<file path="src/shader_num_pkg.sv">
`default_nettype none

package shader_num_pkg;

    // default vertex coordinate width
    localparam int COORD_W = 16;

    // squared z is multiplied by 16 before the divide
    localparam int SCALE_SHIFT = 4;

    // table index covers 0 to 16
    localparam int INDEX_W = 5;

    // normal 2 + magnitude 2 + divider 6 + lut 1
    localparam int SHADE_LATENCY = 11;

    // edge vector, one bit more than a coordinate
    function automatic int edge_width(input int coord_w);
        return coord_w + 1;
    endfunction

    // cross product component
    function automatic int normal_width(input int coord_w);
        return 2 * coord_w + 3;
    endfunction

    // sum of three squared components
    function automatic int mag_width(input int coord_w);
        return 4 * coord_w + 8;
    endfunction

endpackage

`default_nettype wire

</file>
<file path="src/shader_color_pkg.sv">
`default_nettype none

package shader_color_pkg;

    localparam int COLOR_W = 8;

    // floor(16 * cos^2) selects one entry
    localparam int TABLE_SIZE = 17;

    // grey ramp, top entry saturates at full white
    localparam logic [COLOR_W-1:0] SHADE_TABLE [0:TABLE_SIZE-1] = '{
        8'd0,   8'd20,  8'd40,  8'd60,
        8'd78,  8'd96,  8'd114, 8'd130,
        8'd146, 8'd162, 8'd178, 8'd194,
        8'd210, 8'd226, 8'd242, 8'd255,
        8'd255
    };

    // normal points away from the light
    localparam logic [COLOR_W-1:0] BACK_FACE_COLOR = 8'd255;

    // zero-area triangle
    localparam logic [COLOR_W-1:0] DEGENERATE_COLOR = 8'd0;

endpackage

`default_nettype wire

</file>
<file path="src/shade_lut.sv">
`default_nettype none

module shade_lut #(
    localparam int INDEX_W = shader_num_pkg::INDEX_W,
    localparam int COLOR_W = shader_color_pkg::COLOR_W
) (
    input wire clk,
    input wire rst_in,
    input wire index_valid,
    input wire [INDEX_W-1:0] shade_index,
    input wire facing_away,
    input wire degenerate,
    output logic valid_out,
    output logic [COLOR_W-1:0] color_out
);

    always_ff @(posedge clk) begin
        if (rst_in) begin
            valid_out <= 1'b0;
            color_out <= '0;
        end else begin
            valid_out <= index_valid;
            if (index_valid) begin
                // degenerate wins over back face, its sign is meaningless
                if (degenerate) begin
                    color_out <= shader_color_pkg::DEGENERATE_COLOR;
                end else if (facing_away) begin
                    color_out <= shader_color_pkg::BACK_FACE_COLOR;
                end else begin
                    color_out <= shader_color_pkg::SHADE_TABLE[shade_index];
                end
            end
        end
    end

endmodule

`default_nettype wire

</file>
<file path="config.mk">
export PLATFORM = sky130hd
export DESIGN_NAME = shade_lut
export DESIGN_NICKNAME = d
export VERILOG_FILES = /design/src/shader_num_pkg.sv /design/src/shader_color_pkg.sv /design/src/shade_lut.sv
export SDC_FILE = /design/constraint.sdc
export NUM_CORES = 1
export LEC_CHECK = 0
export BUFFER_PORTS_ARGS = -buffer_cell sky130_fd_sc_hd__buf_2
export CAP_MARGIN = 20
export CELL_PAD_IN_SITES_DETAIL_PLACEMENT = 0
export CELL_PAD_IN_SITES_GLOBAL_PLACEMENT = 1
export CORE_AREA = 2 2 44 46
export CTS_CLUSTER_DIAMETER = 60
export DETAILED_ROUTE_END_ITERATION = 8
export DIE_AREA = 0 0 46 48
export PLACE_DENSITY_LB_ADDON = 0.1
export SLEW_MARGIN = 20
export SYNTH_ARGS = -nofsm -noshare
export SYNTH_HDL_FRONTEND = slang
export SYNTH_SLANG_ARGS = --single-unit
</file>
<file path="constraint.sdc">
create_clock -name clk -period 1.75 [get_ports clk]
set_input_delay 0.0875 -clock clk [delete_from_list [all_inputs] [get_ports clk]]
set_output_delay 0.0875 -clock clk [all_outputs]
set_load 0.02 [all_outputs]
</file>
# Yosys cells after proc, flatten, opt, wreduce, memory -nomap -nowiden
# Memories as Yosys holds them, arrays and structs flattened.
# Cells that the tools add are included.
[classes]
add_sub_neg = 0
n_mul = 0
n_div = 0
order_cmp = 1
n_eq_ne = 0
shift = 0
muxes = 4
bitwise_logic = 1
reduce_logical = 0
[ops]
columns = ["op", "count"]
rows = [
  ["2-to-1 mux 8 bit", 4],
  ["greater-or-equal comparator 6 bit (second input constant)", 1],
  ["NOT 5 -> 6 bit", 1],
]
[totals]
ff_bits = 9
latchBits = 0
ramBits = 0
rom_bits = 256
output_inout_bits = 9
word_cells = 9
mem_count = 1
[memory_table]
columns = ["memory", "words", "width", "rd", "rd_clocked_by_memory_dff", "write_ports", "line_no", "source"]
rows = [
  ["(name not given)", 32, 8, 1, 0, 0, "shade_lut.sv:30", "color_out <= shader_color_pkg::SHADE_TABLE[shade_index];"],
]

# Depth between registers and ports, before layout
# Gate-level depths: netlist (run 1).
[logic_depth]
word_depth = 6
ltp_mapped = 5

# Worst setup path after synthesis (run 1)
# OpenSTA, ideal clock, no wires.
[synth_path]
path_type = "input-to-reg"
startpoint = "in shade_index[0]"
endpoint = "reg color_out[5]"
t_arrival_ns = 1.113
required_ns = 1.613
path_slack_ns = 0.500
path_stages = 5
path_cell_list = "inv_1 -> ha_1 -> or2_1 -> a2111oi_0 -> o32ai_1"
[synth_between]
elab_chain_cells = 6
[synth_rtl]
columns = ["element", "line_no", "source"]
rows = [
  ["start, declared", "shade_lut.sv:10", "input wire [INDEX_W-1:0] shade_index,"],
  ["NOT 5 -> 6 bit (implied by the code)", "shade_lut.sv:30", ""],
  ["memory read (32 x 8 bit)", "-", ""],
  ["2-to-1 mux 8 bit (implied by the code) (2 in a row)", "shade_lut.sv:30", ""],
  ["2-to-1 mux 8 bit", "shade_lut.sv:27", "end else if (facing_away) begin"],
  ["2-to-1 mux 8 bit", "shade_lut.sv:25", "if (degenerate) begin"],
  ["end signal, assigned", "shade_lut.sv:26", "color_out <= shader_color_pkg::DEGENERATE_COLOR;"],
  ["end signal, assigned", "shade_lut.sv:28", "color_out <= shader_color_pkg::BACK_FACE_COLOR;"],
  ["end signal, assigned", "shade_lut.sv:30", ""],
  ["end, declared", "shade_lut.sv:14", "output logic [COLOR_W-1:0] color_out"],
]
# Every way passes these cells. The select of a mux whose other input is x is not followed.
# A chain may end at the register's enable or synchronous reset.

# Final worst setup path (run 1)
# Same ends and word-level chain as after synthesis.

==> results of run 1 <==
==> worst paths after layout <==
kind,start,slack (ns),cells past startpoint,endpoint
max,shade_index[0],0.47,6,color_out[5]
min,index_valid,0.08,2,color_out[6]
max reg2reg,color_out[7],1.09,2,color_out[7]
min reg2reg,color_out[1],0.46,2,color_out[1]
==> Yosys cell counts, types with 2 or more instances <==
| master | n |
|---|---|
| nand2_1 | 11 |
| a31oi_1 | 2 |
| clkbuf_1 | 2 |
| a211o_1 | 2 |
| a21oi_1 | 4 |
| a2111oi_0 | 2 |
| inv_1 | 4 |
| nor2b_1 | 3 |
| ha_1 | 6 |
| nor3_1 | 2 |
| dfxtp_1 | 9 |
==> cells in the final DEF (no fill, tap or decap), types with 3 or more instances in the layout <==
cell type,synthesis,final
nand2_1,11,11
inv_1,4,4
ha_1,6,6
nor2b_1,3,3
a21oi_1,4,4
buf_2,0,18
dfxtp_1,9,9
clkbuf_4,0,3
==> worst max-delay path: cells and delay by family <==
kind | cells | cell delay, ns
buffers and inverters | 2 | 0.25
adder cells (fa/ha/maj) | 1 | 0.30
AND/OR/NAND/NOR | 1 | 0.20
AO/OA/AOI/OAI | 2 | 0.56
==> registers in the layout, indices dropped and copies added, names as in the netlist <==
name	count
valid_out	1
color_out	8
==> through the flow <==
step	total power, mW	area, sq um	hold slack, ns	instances
2_1_floorplan	0.293	557	0.196	65
3_3_place_gp	0.333	649	0.338	97
3_5_place_dp	0.332	649	0.336	97
4_1_cts	0.491	676	0.0637	101
5_1_grt	0.515	676	0.0673	101
6_report	0.478	676	0.0771	101
==> layer usage <==
| metal | routed length (microns) | part of all wire (%) | global-route usage [%] |
|---|---|---|---|
| met4 | 6 | 0.50 | 1.71 |
| met5 | 0 | 0 | 0 |
| met3 | 109 | 9.2 | 6.42 |
| met1 | 581 | 49 | 16.4 |
| met2 | 492 | 41 | 19.4 |
==> final cells by class <==
cell class / instances / area (sq um) / area share (%)
multi-input combinational: 49 / 343 / 50.7
sequential: 9 / 180 / 26.7
timing repair buffer: 18 / 90.1 / 13.3
clock buffer: 4 / 26.3 / 3.89
tap: 17 / 21.3 / 3.15
inverter: 4 / 15.0 / 2.22
==> cell families after synthesis <==
logic type | count (synthesis) | synth area share [%]
buffers and inverters | 7 | 6.07
AOI/OAI and AO/OA | 19 | 25.2
adders and majority gates | 6 | 13.5
and+or+nand+nor | 24 | 22.9
DFF | 9 | 32.4
==> power by group through the flow <==
stage	Clock, mW	Sequential, mW	Combinational [mW]
after floorplan	0	0.243	0.0506
after global placement	0	0.227	0.106
after detailed placement	0	0.227	0.105
after CTS	0.163	0.222	0.105
after global routing	0.175	0.223	0.117
final	0.152	0.222	0.104
==> run_results.csv, run 1 <==
group,metric,value,unit
worst_setup_path,cp_max_fo,5,
sta,fmax,784,MHz
clocking,cts-resized-gates,0,
sta,fin_ws,0.475,ns
logic_synthesis,synth_top_cell_area_share,32.4,%
worst_setup_path,cpMaxStageDelayCell,"a2111oi_0",
sta,grt_setup_unrepaired,"false",
final_layout,fin_util,40.0,%
clocking,cts_made_buffers,3,
logic_synthesis,ys_ff_latch,9,
clocking,cts_num_sinks,9,
placed_design,place.gp.congestion,0.762,
detailed_routing,drc_errors,0,
pwr,p_seq_share,46.5,%
detailed_routing,dr.pass1.iters,4,
min_path,min-delay-path-class,"in -> reg",
floorplanning,die_width,46,microns
logic_synthesis,yosys.area.top_type,"dfxtp_1",
placed_design,dpl_worst_slack,0.186,ns
sta,relSlewSlack,73.5,%
final_layout,final_nets,101,
floorplanning,die-area,2210,sq um
floorplanning,io-pin-count,19,
logic_synthesis,syn_avg_cell_area,8.57,sq um
clocking,clk_latency,0.25,ns
logic_synthesis,ys_seq_area_share,32.4,%
run_status,outcome,"finished, final reports clean",
sta,setup_tns,0,ns
pwr,power.share.switching,27.9,%
logic_synthesis,syn_nets,81,
detailed_routing,drtIter0Drc,16,
pwr,p_sw,0.133,mW
pwr,pwr-share-comb,21.8,%
clocking,hold_buffers,0,
worst_setup_path,start_kind,"primary input",
detailed_routing,drt-vias-per-instance,5.18,
logic_synthesis,yosys.cell_types.count,29,
floorplanning,initial_core_util,33.0,%
clocking,cts_buffer_depth,2,
pwr,p_int,0.345,mW
logic_synthesis,synth_area,557,sq um
clocking,ctsRootBufferMaster,"clkbuf_4",
final_layout,fill_cells,198,
clocking,post-cts-setup-buffer-count,0,
detailed_routing,drtAntennaViolNets,0,
logic_synthesis,yosysWarnings,0,
worst_setup_path,worst_ep_arrival_time,1.40,ns
global_routing,track_usage,12.7,%
logic_synthesis,syn_inst,65,
clocking,cts_tree,"yes",
sta,skew,0,ns
final_layout,antenna_cells,0,
sta,final_hold_viol_count,0,
detailed_routing,wl_per_cell,11.8,microns
logic_synthesis,synth_top_flop_cell,"dfxtp_1",
logic_synthesis,yosys-top-cells-area,"dfxtp_1 (32%), ha_1 (13%), nand2_1 (7.4%)",
floorplanning,core,1690,sq um
sta,period_share,72.9,%
sta,drv_slew,0,
worst_setup_path,path_class,"in -> reg",
clocking,cts.htree.levels,1,
final_layout,syn_to_final_growth,21.3,%
global_routing,antenna_found_initial,0,
pwr,p_leak,0.308,nW
worst_setup_path,crit_path_end_kind,"flop",
placed_design,portBuffers,18,
detailed_routing,wl,1190,microns
floorplanning,fp-row-count,15,
logic_synthesis,synthArstFlopShare,0,%
worst_setup_path,path_cells,"buf_2 -> inv_1 -> ha_1 -> or2_1 -> a2111oi_0 -> o32ai_1",
global_routing,grt_pass1_wl,1990,microns
clocking,clk_pin_slew,0.06,ns
pwr,p_per_area,707,nW/um^2
final_layout,drive_gt1_share,28.6,%
global_routing,grt_pass1_vias,453,
sta,period_minus_slack,1.28,ns
placed_design,dpl.hpwl,944,microns
logic_synthesis,synth-edff-count,0,
pwr,peakVddDrop,0.581,mV
floorplanning,dieHeight,48,microns
detailed_routing,dr_total_vias,523,
pwr,pwr-share-clk,31.7,%
worst_setup_path,crit_required,1.88,ns
global_routing,grt_overflow,0,
worst_setup_path,slowest_delay,0.42,ns
job,maxCapViolCount,0,
global_routing,grt_max_degree,13,
sta,tightest_slew,0.387,ns
sta,finalSetupViolations,0,
No activity file was read; power rests on OpenSTA's default activity.
==> run 2: changes to the inputs <==
CORE_AREA = 2 2 47 49   (was 2 2 44 46)
DIE_AREA = 0 0 49 51   (was 0 0 46 48)
clock period = 1.1 ns   (was 1.75 ns; I/O delays follow)
==> run 2 against run 1 <==
Compared with the run above: sequential share of layout area fell by 3.0 points; power grew 66%; die area up 13%; worst setup slack got worse by 0.37 ns; first-iteration DRC count is 75% lower; register-to-register slack worse by 0.66 ns; clock power rose by 61%; wire length rose by 13%; combinational power rose by 88%; cell count rose by 18%; clock skew stayed put.
==> run_results.csv, run 2 (synthesis gave the netlist of run 1 again) <==
group,metric,value,unit
run_status,outcome,"finished, final reports clean",
pwr,p_per_area,1040,nW/um^2
final_layout,max_flop_register,"color_out",
clocking,cts_made_buffers,3,
global_routing,grt.busiest_layer,"met2",
sta,relSlewSlack,73.4,%
pwr,totalPowerFinal,0.794,mW
detailed_routing,wl_per_cell,11.3,microns
floorplanning,dieHeight,51,microns
detailed_routing,drtAntennaViolNets,0,
sta,tightest_slew,0.390,ns
clocking,clk_latency,0.25,ns
clocking,cts_buffer_depth,2,
detailed_routing,wl,1340,microns
floorplanning,core,2060,sq um
sta,drv_slew,0,
global_routing,met1_usage,14.9,%
job,maxCapViolCount,0,
min_path,min-delay-path-class,"in -> reg",
floorplanning,io-pin-count,19,
placed_design,place.gp.congestion,0.802,
sta,period_share,90.1,%
placed_design,portBuffers,18,
worst_setup_path,cp_max_fo,3,
pwr,peakVddDrop,0.301,mV
worst_setup_path,startpoint,"shade_index[1]",
final_layout,fin_util,36.9,%
clocking,hold_buffers,0,
final_layout,syn_to_final_growth,36.6,%
global_routing,grt_pass1_vias,496,
worst_setup_path,rr_startpoint,"color_out[7]",
sta,fmax,1010,MHz
clocking,ctsRootBufferMaster,"clkbuf_4",
sta,whs,0.0334,ns
sta,final_hold_viol_count,0,
clocking,cts_num_sinks,9,
final_layout,final_common_cell,"buf_2",
detailed_routing,dr.pass1.iters,4,
floorplanning,die-area,2500,sq um
clocking,cts.htree.levels,1,
clocking,cts_tree,"yes",
worst_setup_path,crit_required,1.23,ns
worst_setup_path,path_delay_family,"compound AO/OA/AOI/OAI gates",
placed_design,dpl.hpwl,1120,microns
detailed_routing,dr_total_vias,536,
final_layout,drive_gt1_share,38.5,%
final_layout,mostFrequentLayoutCells,"buf_2 (18), nand2_1 (11), dfxtp_1 (9), buf_4 (7), ha_1 (5)",
worst_setup_path,start_kind,"primary input",
sta,finalSetupViolations,0,
sta,period_minus_slack,0.991,ns
detailed_routing,drc_errors,0,
clocking,clk_pin_slew,0.06,ns
worst_setup_path,crit_path_end_kind,"flop",
final_layout,final_nets,108,
min_path,hold_start,"index_valid",
global_routing,antenna_found_initial,0,
final_layout,antenna_cells,0,
clocking,post-cts-setup-buffer-count,0,
global_routing,met2_usage,20.8,%
worst_setup_path,worst_ep_arrival_time,1.12,ns
floorplanning,die_width,49,microns
worst_setup_path,path_cells,"buf_2 -> inv_2 -> ha_4 -> or2_1 -> a2111oi_2 -> o32ai_1",
worst_setup_path,path_class,"in -> reg",
global_routing,track_usage,12.6,%
sta,grt_setup_unrepaired,"false",
floorplanning,initial_core_util,27.0,%
global_routing,grt_overflow,0,
global_routing,grt_pass1_wl,2370,microns
global_routing,met3_usage,3.22,%
worst_setup_path,crit_buf_inv,2,
clocking,cts-resized-gates,0,
sta,skew,0,ns
detailed_routing,drt-vias-per-instance,4.50,
global_routing,grt_max_degree,13,
final_layout,fill_cells,241,
final_layout,largest_register_ffs,8,
worst_setup_path,slowest_delay,0.30,ns
floorplanning,fp-row-count,17,
final_layout,top_regs,"color_out x8, valid_out x1",
worst_setup_path,cpMaxStageDelayCell,"a2111oi_2",
pwr,p_leak,0.340,nW
detailed_routing,drtIter0Drc,4,
[run 2: cell types whose count changed in the layout (fill, tap and decap cells not counted)]
cell       delta
a2111oi_0     -1
inv_1         -2
ha_1          -1
a2111oi_2     +1
inv_2         +2
buf_4         +7
ha_4          +1
[run 2: where the power goes]
group          total, mW  switching [mW]  internal (mW)
clock              0.245           0.106          0.139
combinational      0.195           0.112         0.0830
sequential         0.353         0.00763          0.346
[run 2: area by class of cell]
cell class | instances | area, sq um | share of cell area, %
Tap cell | 28 | 35.0 | 4.61
Sequential cell | 9 | 180 | 23.7
Multi-Input combinational cell | 49 | 362 | 47.5
Inverter | 4 | 15.0 | 1.97
Clock buffer | 4 | 26.3 | 3.45
Timing Repair Buffer | 25 | 143 | 18.8
[run 2: per-layer routing]
layer,vias up,routed length (microns)
li1,285,-
met1,240,587
met2,11,701
met3,0,50
met4,0,0
met5,-,0
[run 2: final timing paths]
| check | end | slack [ns] | depth (start not counted) |
|---|---|---|---|
| hold reg to reg | color_out[1] | 0.46 | 2 |
| hold / removal | color_out[6] | 0.03 | 2 |
| setup / recovery | color_out[5] | 0.11 | 6 |
| setup reg to reg | color_out[7] | 0.43 | 2 |
[run 2: metrics by stage]
stage,worst slack [ns],setup TNS (ns),area [sq um],cells
floorplan,0.0141,0,576,65
global placement,-0.136,-0.443,734,115
detailed placement,-0.150,-0.447,734,115
CTS,0.106,0,761,119
global route,0.0337,0,761,119
finish,0.109,0,761,119
