**config.mk**
```make
export PLATFORM = sky130hd
export DESIGN_NAME = shade_divider
export DESIGN_NICKNAME = d
export VERILOG_FILES = /design/src/shader_num_pkg.sv /design/src/shade_divider.sv
export SDC_FILE = /design/constraint.sdc
export NUM_CORES = 1
export LEC_CHECK = 0
export BUFFER_PORTS_ARGS = -buffer_cell sky130_fd_sc_hd__buf_4
export CORE_UTILIZATION = 30
export CTS_CLUSTER_SIZE = 28
export DETAILED_ROUTE_END_ITERATION = 10
export GPL_ROUTABILITY_DRIVEN = 0
export SYNTH_ARGS = -nofsm -noshare
export SYNTH_HDL_FRONTEND = slang
export SYNTH_SLANG_ARGS = --single-unit
```
**constraint.sdc**
```tcl
create_clock -name clk -period 5.8 [get_ports clk]
set_input_delay 0.87 -clock clk [delete_from_list [all_inputs] [get_ports clk]]
set_output_delay 0.87 -clock clk [all_outputs]
set_load 0.01 [all_outputs]
```
**src/shader_num_pkg.sv**
```systemverilog
`default_nettype none

package shader_num_pkg;

    // default vertex coordinate width
    localparam int COORD_W = 16;

    // squared z is multiplied by 16 before the divide
    localparam int SCALE_SHIFT = 4;

    // table index covers 0 to 16
    localparam int INDEX_W = 5;

    // normal 2 + magnitude 2 + divider 6 + lut 1
    localparam int SHADE_LATENCY = 11;

    // edge vector, one bit more than a coordinate
    function automatic int edge_width(input int coord_w);
        return coord_w + 1;
    endfunction

    // cross product component
    function automatic int normal_width(input int coord_w);
        return 2 * coord_w + 3;
    endfunction

    // sum of three squared components
    function automatic int mag_width(input int coord_w);
        return 4 * coord_w + 8;
    endfunction

endpackage

`default_nettype wire

```
**src/shade_divider.sv**
```systemverilog
`default_nettype none

module shade_divider #(
    parameter int COORD_W = shader_num_pkg::COORD_W,
    localparam int MAG_W = shader_num_pkg::mag_width(COORD_W),
    localparam int INDEX_W = shader_num_pkg::INDEX_W
) (
    input wire clk,
    input wire rst_in,
    input wire mag_valid,
    input wire [MAG_W-1:0] mag_sq,
    input wire [MAG_W-1:0] scaled_z_sq,
    input wire facing_away,
    input wire degenerate,
    output logic index_valid,
    output logic [INDEX_W-1:0] shade_index,
    output logic facing_away_out,
    output logic degenerate_out
);

    // divisor is pre-shifted so the first trial tests the top quotient bit
    localparam int SH_W = MAG_W + INDEX_W - 1;
    localparam int CNT_W = $clog2(INDEX_W);

    logic busy;
    logic [CNT_W-1:0] bit_cnt;
    logic [SH_W-1:0] rem;
    logic [SH_W-1:0] div_sh;
    logic [SH_W:0] trial;
    logic load;

    assign load = mag_valid && !busy;

    // top bit set means the subtraction borrowed
    assign trial = {1'b0, rem} - {1'b0, div_sh};

    always_ff @(posedge clk) begin
        if (rst_in) begin
            busy <= 1'b0;
            bit_cnt <= '0;
            index_valid <= 1'b0;
        end else begin
            index_valid <= 1'b0;
            if (load) begin
                busy <= 1'b1;
                bit_cnt <= '0;
            end else if (busy) begin
                bit_cnt <= bit_cnt + 1'b1;
                if (bit_cnt == CNT_W'(INDEX_W - 1)) begin
                    busy <= 1'b0;
                    index_valid <= 1'b1;
                end
            end
        end
    end

    // one quotient bit per cycle, msb first
    // a zero divisor runs anyway and gives all ones, the lut discards it
    always_ff @(posedge clk) begin
        if (load) begin
            rem <= SH_W'(scaled_z_sq);
            div_sh <= SH_W'(mag_sq) << (INDEX_W - 1);
            facing_away_out <= facing_away;
            degenerate_out <= degenerate;
        end else if (busy) begin
            shade_index <= {shade_index[INDEX_W-2:0], ~trial[SH_W]};
            if (!trial[SH_W]) begin
                rem <= trial[SH_W-1:0];
            end
            div_sh <= div_sh >> 1;
        end
    end

endmodule

`default_nettype wire

```
; After elaboration in Yosys (flattened, before gate mapping)
; Cells that the tools add are included.
[word_totals]
regBits = 164
inputBits = 149
output_inout_bits = 8
word_cells = 34
[op_classes]
n_addsub = 2
n_eq_ne = 2
mux = 9
n_bitwise = 3
n_reduce_logical = 8
[op_table]
columns = operator, n
row1 = 72-bit two-way mux, 3
row2 = 76-bit two-way mux, 2
row3 = 76-bit by 76-bit subtractor with 77-bit output, 1
row4 = 2-bit AND reduction, 3
row5 = 1-bit two-way mux, 4
row6 = 3-bit by 1-bit adder with 3-bit output (second input constant), 1
row7 = 3-bit equality test (second input constant), 1
row8 = 1-bit inverter, 3
row9 = 3-bit OR reduction, 1
row10 = 2-bit by 1-bit inequality test with 1-bit output (second input constant), 1
row11 = 2-bit nonzero test, 1
row12 = 2-bit OR reduction, 1
row13 = 1-bit logical AND, 1
row14 = 1-bit logical NOT, 1

; Logic depth before layout (Yosys ltp)
; Gate-level depths: netlist of run 1.
[depth]
word_depth = 4
mapped_depth = 12

; Least setup slack after synthesis of run 1
; OpenSTA, ideal clock, no wires.
[synth_path]
kind = reg2reg
startpoint = register rem[0]
endpoint = register rem[0], enable pin
setup_time_ns = 0.432
arrival_time_ns = 4.224
t_required_ns = 5.368
setup_slack_ns = 1.145
path_stages_with_launch = 13
n_path_buf = 0
path_cell_list = edfxtp_1 inv_1 ha_1 fa_1 nor2b_1 o211ai_1 a2111o_1 a211oi_2 o211ai_1 a211oi_2 o211ai_2 and2_4 nand2_1
[synth_via]
elab_chain_len = 3
[synth_lines]
columns = element, line_no
row1 = "start, declared", shade_divider.sv:27  ; logic [SH_W-1:0] rem;
row2 = "start signal, assigned", shade_divider.sv:61  ; rem <= SH_W'(scaled_z_sq);
row3 = "start signal, assigned", shade_divider.sv:68  ; rem <= trial[SH_W-1:0];
row4 = 76-bit by 76-bit subtractor with 77-bit output, shade_divider.sv:35  ; assign trial = {1'b0, rem} - {1'b0, div_sh};
row5 = 2-bit by 1-bit inequality test with 1-bit output (no line), --
row6 = 2-bit AND reduction (no line), --
; Every way passes these cells.
; A chain may end at the register's enable or synchronous reset.

; Final worst setup path of run 1
[layout_path]
startpoint = register rem[0]
endpoint = register rem[20], enable pin
; Same word-level chain as after synthesis.

==> metrics.md, run 1 <==
| Metric | Value |
|---|---|
| Synth cell types | between 60 and 70 |
| Unrepaired setup endpoints after global routing | false |
| P per Cell Area | approximately 450 nW/µm² |
| Critical path capture point type | flop |
| DRT antenna net count | 0 |
| Antenna violations before repair | 0 |
| Routed WL | about 34000 µm |
| Clk_lat worst skew | about 0.45 ns |
| I/O Pins | about 160 |
| Initial Util | 0.3039 |
| Final setup viols | 0 |
| Critical R2R Launch | rem[0] |
| Crit path buf inv count | 2 |
| Cells along the critical path | inv_1 > ha_1 > fa_1 > nor2b_1 > o211ai_1 > a2111o_1 > a211oi_2 > o211ai_1 > a211oi_2 > o211ai_2 > and2_4 > nand2_2 > buf_12 |
| Crit-path slowest cell | nand2_2 |
| Worst path arrival time | between 4 and 5 ns |
| Mapped Area | approximately 12000 µm² |
| Flop pwr share | 0.291 |
| CTS root buf | clkbuf_16 |
| Maxcap violations | 0 |
| Synth Flop Type | edfxtp_1 |
| Static Leak | 5.707 nW |
| Relative slew slack | 0.2947 |
| Wirelength per Cell | roughly 18 µm |
| Clock share of power | 0.181 |
| Critical Path RT | around 5.9 ns |
| CP max stage delay | slightly below 0.5 ns |
| H-tree lvl count | 4 |
| Initial DRT Pass Iterations | 5 |
| Sink Count | ~160 |
| Path type of the worst setup path | reg2reg |
| Min Clock Period, post-route | approximately 4.3 ns |
| Sequential fraction of the synthesis area | 0.4082 |
| Syn_nets | roughly 1500 |
| Status | finished, final reports clean |
| Slew at the pin closest to its max-slew limit | roughly 1.0 ns |
| Skew final | ~0.017 ns |
| Combinational power share | 0.528 |
| Post-synth EDFFs | roughly 150 |
| Hold buffer count at cts | 0 |
| Hold Path Origin | shade_index[2] |
| Die Height | 199.9 µm |
| Syn-to-layout area delta | 18.34% |
| Chip width | ~200 µm |
| Startpoint Class | flop |
| Number of post-CTS setup repair buffers | 0 |
| Finished Layout Cells | 1938 |
| GRT overflow | 0 |
| Clock buffer count from CTS | 17 |
| Vias | about 10000 |
| Num rows | between 70 and 80 |
| Share of cells above drive strength 1 | 0.1514 |
| Hold Path Class | reg2reg |
| Port Buf Inserts | 156 |
| Cts repair resizes | 0 |
| Largest net degree at the start of global routing | 92 |
| CTS Buffer Depth | 2 |
| # fillers | roughly 4000 |
| Clk pin slew, worst setup/hold paths | about 0.07 ns |
| NetSw | about 2.6 mW |
| First-pass GRT wire length | between 50000 and 60000 µm |
| Source of the critical timing path | rem[0] |
| Seq cells post-synth | approximately 160 |
| Worst IR Drop VDD | between 0.2 and 0.3 mV |
| Sw frac | 0.4175 |
| CTS tree | built |
| GRT Total Usage | 0.1728 |
| Die Footprint | ~40000 µm² |
| Final hold violations | 0 |
| Most common cell after layout, fill and taps aside | buf_4 |
| Syn_area_per_cell | about 9.0 µm² |
| Slew Viols, Final | 0 |
| DP Wirelength | 25810 µm |
| Total negative slack | 0 ns |
| Int Power | 3.636 mW |
| Warnings from Yosys | 0 |
| N_diodes | 0 |
| DRC errors left | 0 |
| NumNets Final | 1635 |
| Maximum clock rate | roughly 230 MHz |
| Delay-heaviest family, CP | compound AO/OA/AOI/OAI gates |
| Vias per cell | between 5 and 6 |
| Area after DPL | between 10000 and 15000 µm² |
| Register area | 4798 µm² |
| Asr flop ratio synth | 0 |
| Dpl cells | ~1900 |
| Core outline area | approximately 39000 µm² |
| Most frequent cells in the layout | 161 x buf_4, 151 x edfxtp_1, 149 x a21oi_1 |
| Critical path peak fanout | 50 |
| Area of the multi-input gates | ~6300 µm² |
| Fin crit share | 0.7491 |
| Via count of the first global-routing pass | just under 10000 |
| First DRT Iteration DRCs | approximately 720 |
| Final Instance Area | ~14000 µm² |
| Post-synthesis cell count | between 1000 and 1500 |
## per-layer routing
metal  vias up  GRT usage  wire length, µm  share of wire
li1       5001          -                -              -
met1      4751     0.2412            16580           0.49
met2       274     0.2613            14740           0.43
met3        48    0.03444             1793          0.053
met4         0    0.06701              905          0.027
met5         -          0                0              0
## final timing paths
kind,end,slack (ns),cells past startpoint
max,rem[20],1.45,13
min,shade_index[3],0.45,0
max reg2reg,rem[20],1.45,13
min reg2reg,shade_index[3],0.45,0
## worst reg2reg max path, cell delays in order (launching register included)
cell	delay, ns
edfxtp_1	0.33
inv_1	0.04
ha_1	0.21
fa_1	0.41
nor2b_1	0.16
o211ai_1	0.14
a2111o_1	0.48
a211oi_2	0.33
o211ai_1	0.24
a211oi_2	0.40
o211ai_2	0.16
and2_4	0.21
nand2_2	0.49
buf_12	0.37
## power by group through the flow
stage | Sequential, mW | Clock, mW | Combinational, mW
6_report | 1.82 | 1.13 | 3.29
5_1_grt | 1.84 | 1.20 | 3.68
3_3_place_gp | 1.83 | 0 | 3.23
2_1_floorplan | 1.81 | 0 | 2.49
4_1_cts | 1.82 | 1.16 | 3.28
3_5_place_dp | 1.84 | 0 | 3.26
## kinds of logic after synthesis
logic type / Yosys count / synth area share
compound gates: 448 / 0.2552
buf+inv: 181 / 0.05816
flops: 164 / 0.4082
simple gates: 371 / 0.1458
xor+xnor: 57 / 0.04250
mux: 6 / 0.005326
fa+ha+maj: 79 / 0.08479
## cell type report
cell class / instances / area share
inverters: 101 / 0.02745
flip-flops and latches: 164 / 0.3452
repair buffers: 162 / 0.08839
clock inverters: 15 / 0.01008
well taps: 518 / 0.04662
clock buffers: 17 / 0.03060
multi-input cells: 961 / 0.4517
## registers in the layout (all words and copies together) (netlist names)
name,count
facing_away_out,1
div_sh,76
busy,1
index_valid,1
degenerate_out,1
rem,76
shade_index,5
bit_cnt,3
## Yosys cell counts, types with 4 or more instances
master	n	area, µm²
a21boi_0	10	75.07
a21o_1	33	247.7
o21a_1	13	97.59
nor2_1	121	454.2
a31oi_1	11	68.82
or2_2	5	31.28
ha_1	78	975.9
o31ai_1	19	142.6
inv_1	101	379.1
a21oi_1	149	745.7
a22o_1	71	621.9
or3_1	8	50.05
nand2_1	117	439.2
o21bai_1	19	142.6
nand2b_1	9	56.30
a211oi_1	7	52.55
xor2_1	31	271.5
and3_1	7	43.79
nor2b_1	6	37.54
o211ai_1	9	67.56
clkbuf_1	74	277.8
edfxtp_1	151	4534
o21ai_0	71	355.3
nand4_1	36	225.2
nor4_1	7	43.79
nor3b_1	4	30.03
mux2i_1	4	40.04
nand3_1	17	85.08
and2_1	6	37.54
dfxtp_1	13	260.3
xnor2_1	26	227.7
nor3_1	18	90.09
## per-stage QoR
step | power (mW) | hold WS [ns] | utilization | setup slack, ns
after floorplan | 4.300 | 0.4251 | - | 1.145
after global placement | 5.056 | 0.4369 | 0.3451 | 1.570
after detailed placement | 5.096 | 0.4482 | 0.3451 | 1.461
after CTS | 6.249 | 0.4607 | 0.3597 | 1.454
after global routing | 6.716 | 0.4826 | 0.3597 | 1.175
final | 6.242 | 0.4538 | 0.3597 | 1.455
Note: power is estimated with default switching activity, not from simulation.
==> run 2: changes to the inputs <==
clock period = 4.02 ns   (was 5.8 ns; I/O delays follow)
==> run 2 against run 1 <==
  * Maximum frequency increased by 14%
  * Clock skew about the same
  * Count of clock-buffer cells in the layout increased by 9
  * Sequential power increased by 44%
  * Critical endpoint is now rem[8]
  * Largest power group unchanged
==> metrics.md, run 2 (same netlist as run 1, synthesis figures left out) <==
| Metric | Value |
|---|---|
| First-pass GRT wire length | 52860 µm (-1.2%) |
| Critical Path RT | 4.16 ns (-1.75 ns) |
| N_diodes | 0 (unchanged) |
| DP Wirelength | 25470 µm (-1.3%) |
| Path type of the worst setup path | reg2reg |
| Final hold violations | 0 (unchanged) |
| Chip width | 199.9 µm (unchanged) |
| Maximum clock rate | 262.7 MHz (+14%) |
| Final worst slack | 0.2141 ns (-1.241 ns) |
| GRT overflow | 0 (unchanged) |
| Critical path peak fanout | 31 (-38%) |
| Fin util | 0.3628 (+0.003108) |
| Die Height | 199.9 µm (unchanged) |
| Most common cell after layout, fill and taps aside | buf_4 |
| Dpl cells | 1912 (+0.31%) |
| Initial Util | 0.3039 (unchanged) |
| # fillers | 4000 (+0.65%) |
| Status | finished, final reports clean |
| Share of cells above drive strength 1 | 0.1555 (+0.004054) |
| Area after DPL | 13410 µm² (+0.53%) |
| Worst path arrival time | 3.94 ns (-0.51 ns) |
| Port Buf Inserts | 156 (unchanged) |
| Num rows | 72 (unchanged) |
| Static Leak | 5.780 nW (+1.3%) |
| Top flop regs | div_sh x76, rem x76, shade_index x5 |
| Via count of the first global-routing pass | 9879 (-0.52%) |
| Fin crit share | 0.9467 (+0.1976) |
| Maxcap violations | 0 (unchanged) |
| Startpoint Class | flop |
| P per Cell Area | 650.4 nW/µm² (+45%) |
| Power Total | 9.119 mW (+46%) |
| Vias per cell | 5.222 (+0.46%) |
| Final setup viols | 0 (unchanged) |
| Hold buffer count at cts | 0 (unchanged) |
| CTS tree | built |
| Relative slew slack | 0.2723 (-0.02234) |
| CTS Buffer Depth | 2 (unchanged) |
| Hold_ws | 0.3353 ns (-0.1185 ns) |
| Hold Path Class | in2reg |
| Final Instance Area | 14020 µm² (+0.86%) |
| Syn-to-layout area delta | 19.36% |
| Core outline area | 38650 µm² (unchanged) |
| DRC errors left | 0 (unchanged) |
| Antenna violations before repair | 1 (+1) |
| Slew at the pin closest to its max-slew limit | 1.092 ns (+0.04774 ns) |
| Dpl ws | 0.1241 ns (-1.337 ns) |
| First DRT Iteration DRCs | 767 (+5.9%) |
| Min Clock Period, post-route | 3.806 ns (-0.5391 ns) |
| Unrepaired setup endpoints after global routing | false |
| Clk_lat worst skew | 0.46 ns (about the same) |
| Total negative slack | 0 ns (unchanged) |
| NumNets Final | 1643 (+0.49%) |
| Clk pin slew, worst setup/hold paths | 0.06 ns (about the same) |
| Die Footprint | 39950 µm² (unchanged) |
| DRT antenna net count | 0 (unchanged) |
| Wirelength per Cell | 17.40 µm (-0.88%) |
| Worst IR Drop VDD | 0.3494 mV (+39%) |
| Most frequent cells in the layout | 166 x buf_4, 151 x edfxtp_1, 149 x a21oi_1 |
| Initial DRT Pass Iterations | 5 (unchanged) |
| Routed WL | 33850 µm (-0.47%) |
| Finished Layout Cells | 1946 (+0.41%) |
| I/O Pins | 157 (unchanged) |
| Clock buffer count from CTS | 17 (unchanged) |
| Largest net degree at the start of global routing | 98 (+6.5%) |
| Critical path capture point type | flop |
| Skew final | 0.01675 ns (-0.0002362 ns) |
| Slew Viols, Final | 0 (unchanged) |
| CTS root buf | clkbuf_16 |
| H-tree lvl count | 4 (unchanged) |
| Vias | 10162 (+0.87%) |
| GRT Total Usage | 0.1703 (-0.002466) |
| Sink Count | 164 (unchanged) |
==> run 2: worst paths after layout <==
kind / startpoint / to / slack [ns] / cells after the start
max: rem[0] / rem[8] / 0.21 / 13
min: degenerate / degenerate_out / 0.34 / 1
max reg2reg: rem[0] / rem[8] / 0.21 / 13
min reg2reg: shade_index[2] / shade_index[3] / 0.46 / 0
==> run 2: power by group <==
group          total (mW)  internal (mW)  switching [mW]
Sequential           2.62           2.46           0.158
Combinational        4.81           1.92            2.89
Clock                1.70          0.982           0.714
==> run 2: final cells by class <==
class / count / area (µm²) / area share
well taps: 518 / 648.1 / 0.04623
inverters: 101 / 381.6 / 0.02722
clock inverters: 6 / 63.81 / 0.004551
clock buffers: 26 / 533.0 / 0.03802
multi-input cells: 961 / 6279 / 0.4478
repair buffers: 170 / 1318 / 0.09397
flip-flops and latches: 164 / 4798 / 0.3422
==> run 2: metal layers <==
layer / global-route usage / routed length, µm / up-vias
li1: - / - / 5006
met1: 0.2361 / 16470 / 4864
met2: 0.2652 / 15070 / 253
met3: 0.03175 / 1605 / 37
met4: 0.05768 / 695 / 2
met5: 0 / 13 / -
==> run 2: critical path: stages, from the launching register on <==
cell and delay (ns):
edfxtp_1 0.32, inv_1 0.04, ha_1 0.21, fa_1 0.41, nor2b_1 0.17, o211ai_1 0.14
a2111o_1 0.48, a211oi_2 0.33, o211ai_1 0.22, a211oi_2 0.34, o211ai_2 0.15, and2_4 0.26
nand2_2 0.14, buf_12 0.24
==> run 2: what timing repair did <==
item / 4_1_cts / 5_1_grt
setup endpoints to repair: 0 / 45
resized for setup: 0 / 1
buffers inserted: 0 / 2
==> run 3: changes to the inputs <==
CORE_UTILIZATION = 50   (was 30)
PLACE_DENSITY = 0.71   (was not set)
==> run 3 against run 2 <==
  * Maximum frequency grew 0.96%
  * Sequential cell count is the same
  * Core utilization grew 24 points
  * Global-route usage grew 9.1 points
  * Hold slack gained 0.011 ns
  * Combinational power is essentially flat
  * Largest cell class unchanged
  * Largest power group unchanged
==> metrics.md, run 3 (same netlist as run 1, synthesis figures left out) <==
| Metric | Value |
|---|---|
| P per Cell Area | 660.9 nW/µm² (+1.6%) |
| Critical R2R Launch | rem[0] |
| Reg2reg setup slack | 0.25 ns (+0.04 ns) |
| Worst Hold Endpoint | degenerate_out |
| Die Height | 155.3 µm (-22%) |
| Worst Hold Path Cells | 1 (unchanged) |
| Critical path capture point type | flop |
| Final setup viols | 0 (unchanged) |
| Int Power | 5.282 mW (-1.5%) |
| Antenna violations before repair | 0 (-1) |
| Top flop regs | div_sh x76, rem x76, shade_index x5 |
| M1 GR Usage | 0.3844 (+0.1483) |
| NetSw | 3.793 mW (+0.92%) |
| CTS root buf | clkbuf_16 |
| Cts repair resizes | 0 (unchanged) |
| Status | finished, final reports clean |
| Dpl ws | 0.2347 ns (+0.1106 ns) |
| Crit path buf inv count | 2 (unchanged) |
| Final hold violations | 0 (unchanged) |
| Chip width | 155.3 µm (-22%) |
| Share of cells above drive strength 1 | 0.1549 (-0.0005918) |
| Unrepaired setup endpoints after global routing | false |
| Port Buf Inserts | 156 (unchanged) |
| Slew at the pin closest to its max-slew limit | 0.8898 ns (-0.2017 ns) |
| Hold buffer count at cts | 0 (unchanged) |
| Path type of the worst setup path | reg2reg |
| Met2 global-route usage | 0.4039 (+0.1387) |
| Startpoint Class | flop |
| NumNets Final | 1642 (-0.061%) |
| Total negative slack | 0 ns (unchanged) |
| Grt met3 use | 0.03565 (+0.003901) |
| Clk pin slew, worst setup/hold paths | 0.06 ns (about the same) |
| Critical Path RT | 4.15 ns (about the same) |
| Hold Path Class | in2reg |
| Initial Util | 0.5141 (+0.2102) |
| Worst IR Drop VDD | 0.3532 mV (+1.1%) |
| Sink Count | 164 (unchanged) |
| Final Instance Area | 13730 µm² (-2.1%) |
| Crit-path slowest cell | a2111o_1 |
| Critical path peak fanout | 29 (-6.5%) |
| R2r worst-path depth | 13 (unchanged) |
| Relative slew slack | 0.4068 (+0.1345) |
| Busiest grt layer | met2 |
| DRC errors left | 0 (unchanged) |
| Largest net degree at the start of global routing | 81 (-17%) |
| Clock buffer count from CTS | 17 (unchanged) |
| First-pass GRT wire length | 50070 µm (-5.3%) |
| Cells along the critical path | inv_1 > ha_1 > fa_1 > nor2b_1 > o211ai_1 > a2111o_1 > a211oi_2 > o211ai_1 > a211oi_2 > o211ai_2 > and2_4 > nand2_2 > buf_12 |
| GRT Total Usage | 0.2612 (+0.09089) |
| Vias | 10454 (+2.9%) |
| CTS Buffer Depth | 2 (unchanged) |
| Min Clock Period, post-route | 3.770 ns (-0.03605 ns) |
| Syn-to-layout area delta | 16.89% |
| Worst path arrival time | 3.90 ns (-0.04 ns) |
| Core outline area | 22850 µm² (-41%) |
| DRT antenna net count | 0 (unchanged) |
| Final worst slack | 0.2501 ns (+0.03605 ns) |
| Routed WL | 30970 µm (-8.5%) |
| Area after DPL | 13160 µm² (-1.8%) |
| CP max stage delay | 0.49 ns (about the same) |
| CTS tree | built |
| Delay-heaviest family, CP | compound AO/OA/AOI/OAI gates |
| Maximum clock rate | 265.3 MHz (+0.96%) |
| Static Leak | 5.757 nW (-0.39%) |
| H-tree lvl count | 4 (unchanged) |
| Most frequent cells in the layout | 165 x buf_4, 151 x edfxtp_1, 149 x a21oi_1 |
| I/O Pins | 157 (unchanged) |
| Hold Path Origin | degenerate |
| Power Total | 9.075 mW (-0.48%) |
| Combinational power share | 0.533 (+0.006) |
| Num rows | 55 (-24%) |
| Wirelength per Cell | 17.80 µm (+2.3%) |
| Sw frac | 0.4180 (+0.005791) |
| Fin crit share | 0.9378 (-0.008967) |
| Initial DRT Pass Iterations | 6 (+1) |
| Most common cell after layout, fill and taps aside | buf_4 |
| Flop pwr share | 0.289 (+0.002) |
| Slew Viols, Final | 0 (unchanged) |
| First DRT Iteration DRCs | 1110 (+45%) |
| Vias per cell | 6.008 (+15%) |
| Maxcap violations | 0 (unchanged) |
| DP Wirelength | 22660 µm (-11%) |
| Clk_lat worst skew | 0.44 ns (-0.02 ns) |
| GRT overflow | 0 (unchanged) |
| N_diodes | 0 (unchanged) |
| Via count of the first global-routing pass | 9878 (-0.010%) |
| Die Footprint | 24110 µm² (-40%) |
| Clock share of power | 0.177 (-0.009) |
| Skew final | 0.01027 ns (-0.006482 ns) |
| FF-to-FF End | rem[13] |
| # fillers | 2073 (-48%) |
[run 3: through the flow]
| stage | instances | hold slack (ns) | utilization |
|---|---|---|---|
| finish | 1740 | 0.3468 | 0.6010 |
| global route | 1740 | 0.3360 | 0.6010 |
| CTS | 1739 | 0.3377 | 0.6007 |
| detailed placement | 1707 | 0.4381 | 0.5761 |
| global placement | 1707 | 0.4402 | 0.5761 |
| floorplan | 1306 | 0.4251 | - |
[run 3: area by class of cell]
type | count | area [µm²] | area share
multi-input cells | 961 | 6279 | 0.4573
flip-flops and latches | 164 | 4798 | 0.3495
well taps | 313 | 391.6 | 0.02852
clock buffers | 26 | 521.8 | 0.03800
inverters | 101 | 381.6 | 0.02779
clock inverters | 6 | 40.04 | 0.002916
repair buffers | 169 | 1319 | 0.09604
[run 3: per-layer routing]
| metal | vias to the layer above | wire length (µm) |
|---|---|---|
| met4 | 0 | 509 |
| li1 | 5022 | - |
| met1 | 4962 | 14600 |
| met2 | 428 | 13600 |
| met5 | - | 0 |
| met3 | 42 | 2258 |
[run 3: worst max path at each step]
stage | start | endpoint | depth (start not counted)
2_1_floorplan | rem[0] | rem[0] | 12
3_3_place_gp | rem[0] | rem[18] | 13
3_5_place_dp | rem[0] | rem[6] | 13
4_1_cts | rem[0] | rem[10] | 13
5_1_grt | rem[0] | rem[14] | 13
6_report | rem[0] | rem[13] | 13
[run 3: what timing repair did]
action | 4_1_cts | 5_1_grt
buffers inserted | 0 | 1
endpoints found under the hold margin | 0 | 0
endpoints found under the setup margin | 0 | 53
[run 3: power by group through the flow]
stage / registers, mW / clock network (mW) / logic [mW]
after floorplan: 2.61 / 0 / 3.59
after global placement: 2.64 / 0 / 4.65
after detailed placement: 2.66 / 0 / 4.71
after CTS: 2.63 / 1.62 / 4.76
after global routing: 2.67 / 1.69 / 5.35
final: 2.63 / 1.61 / 4.84
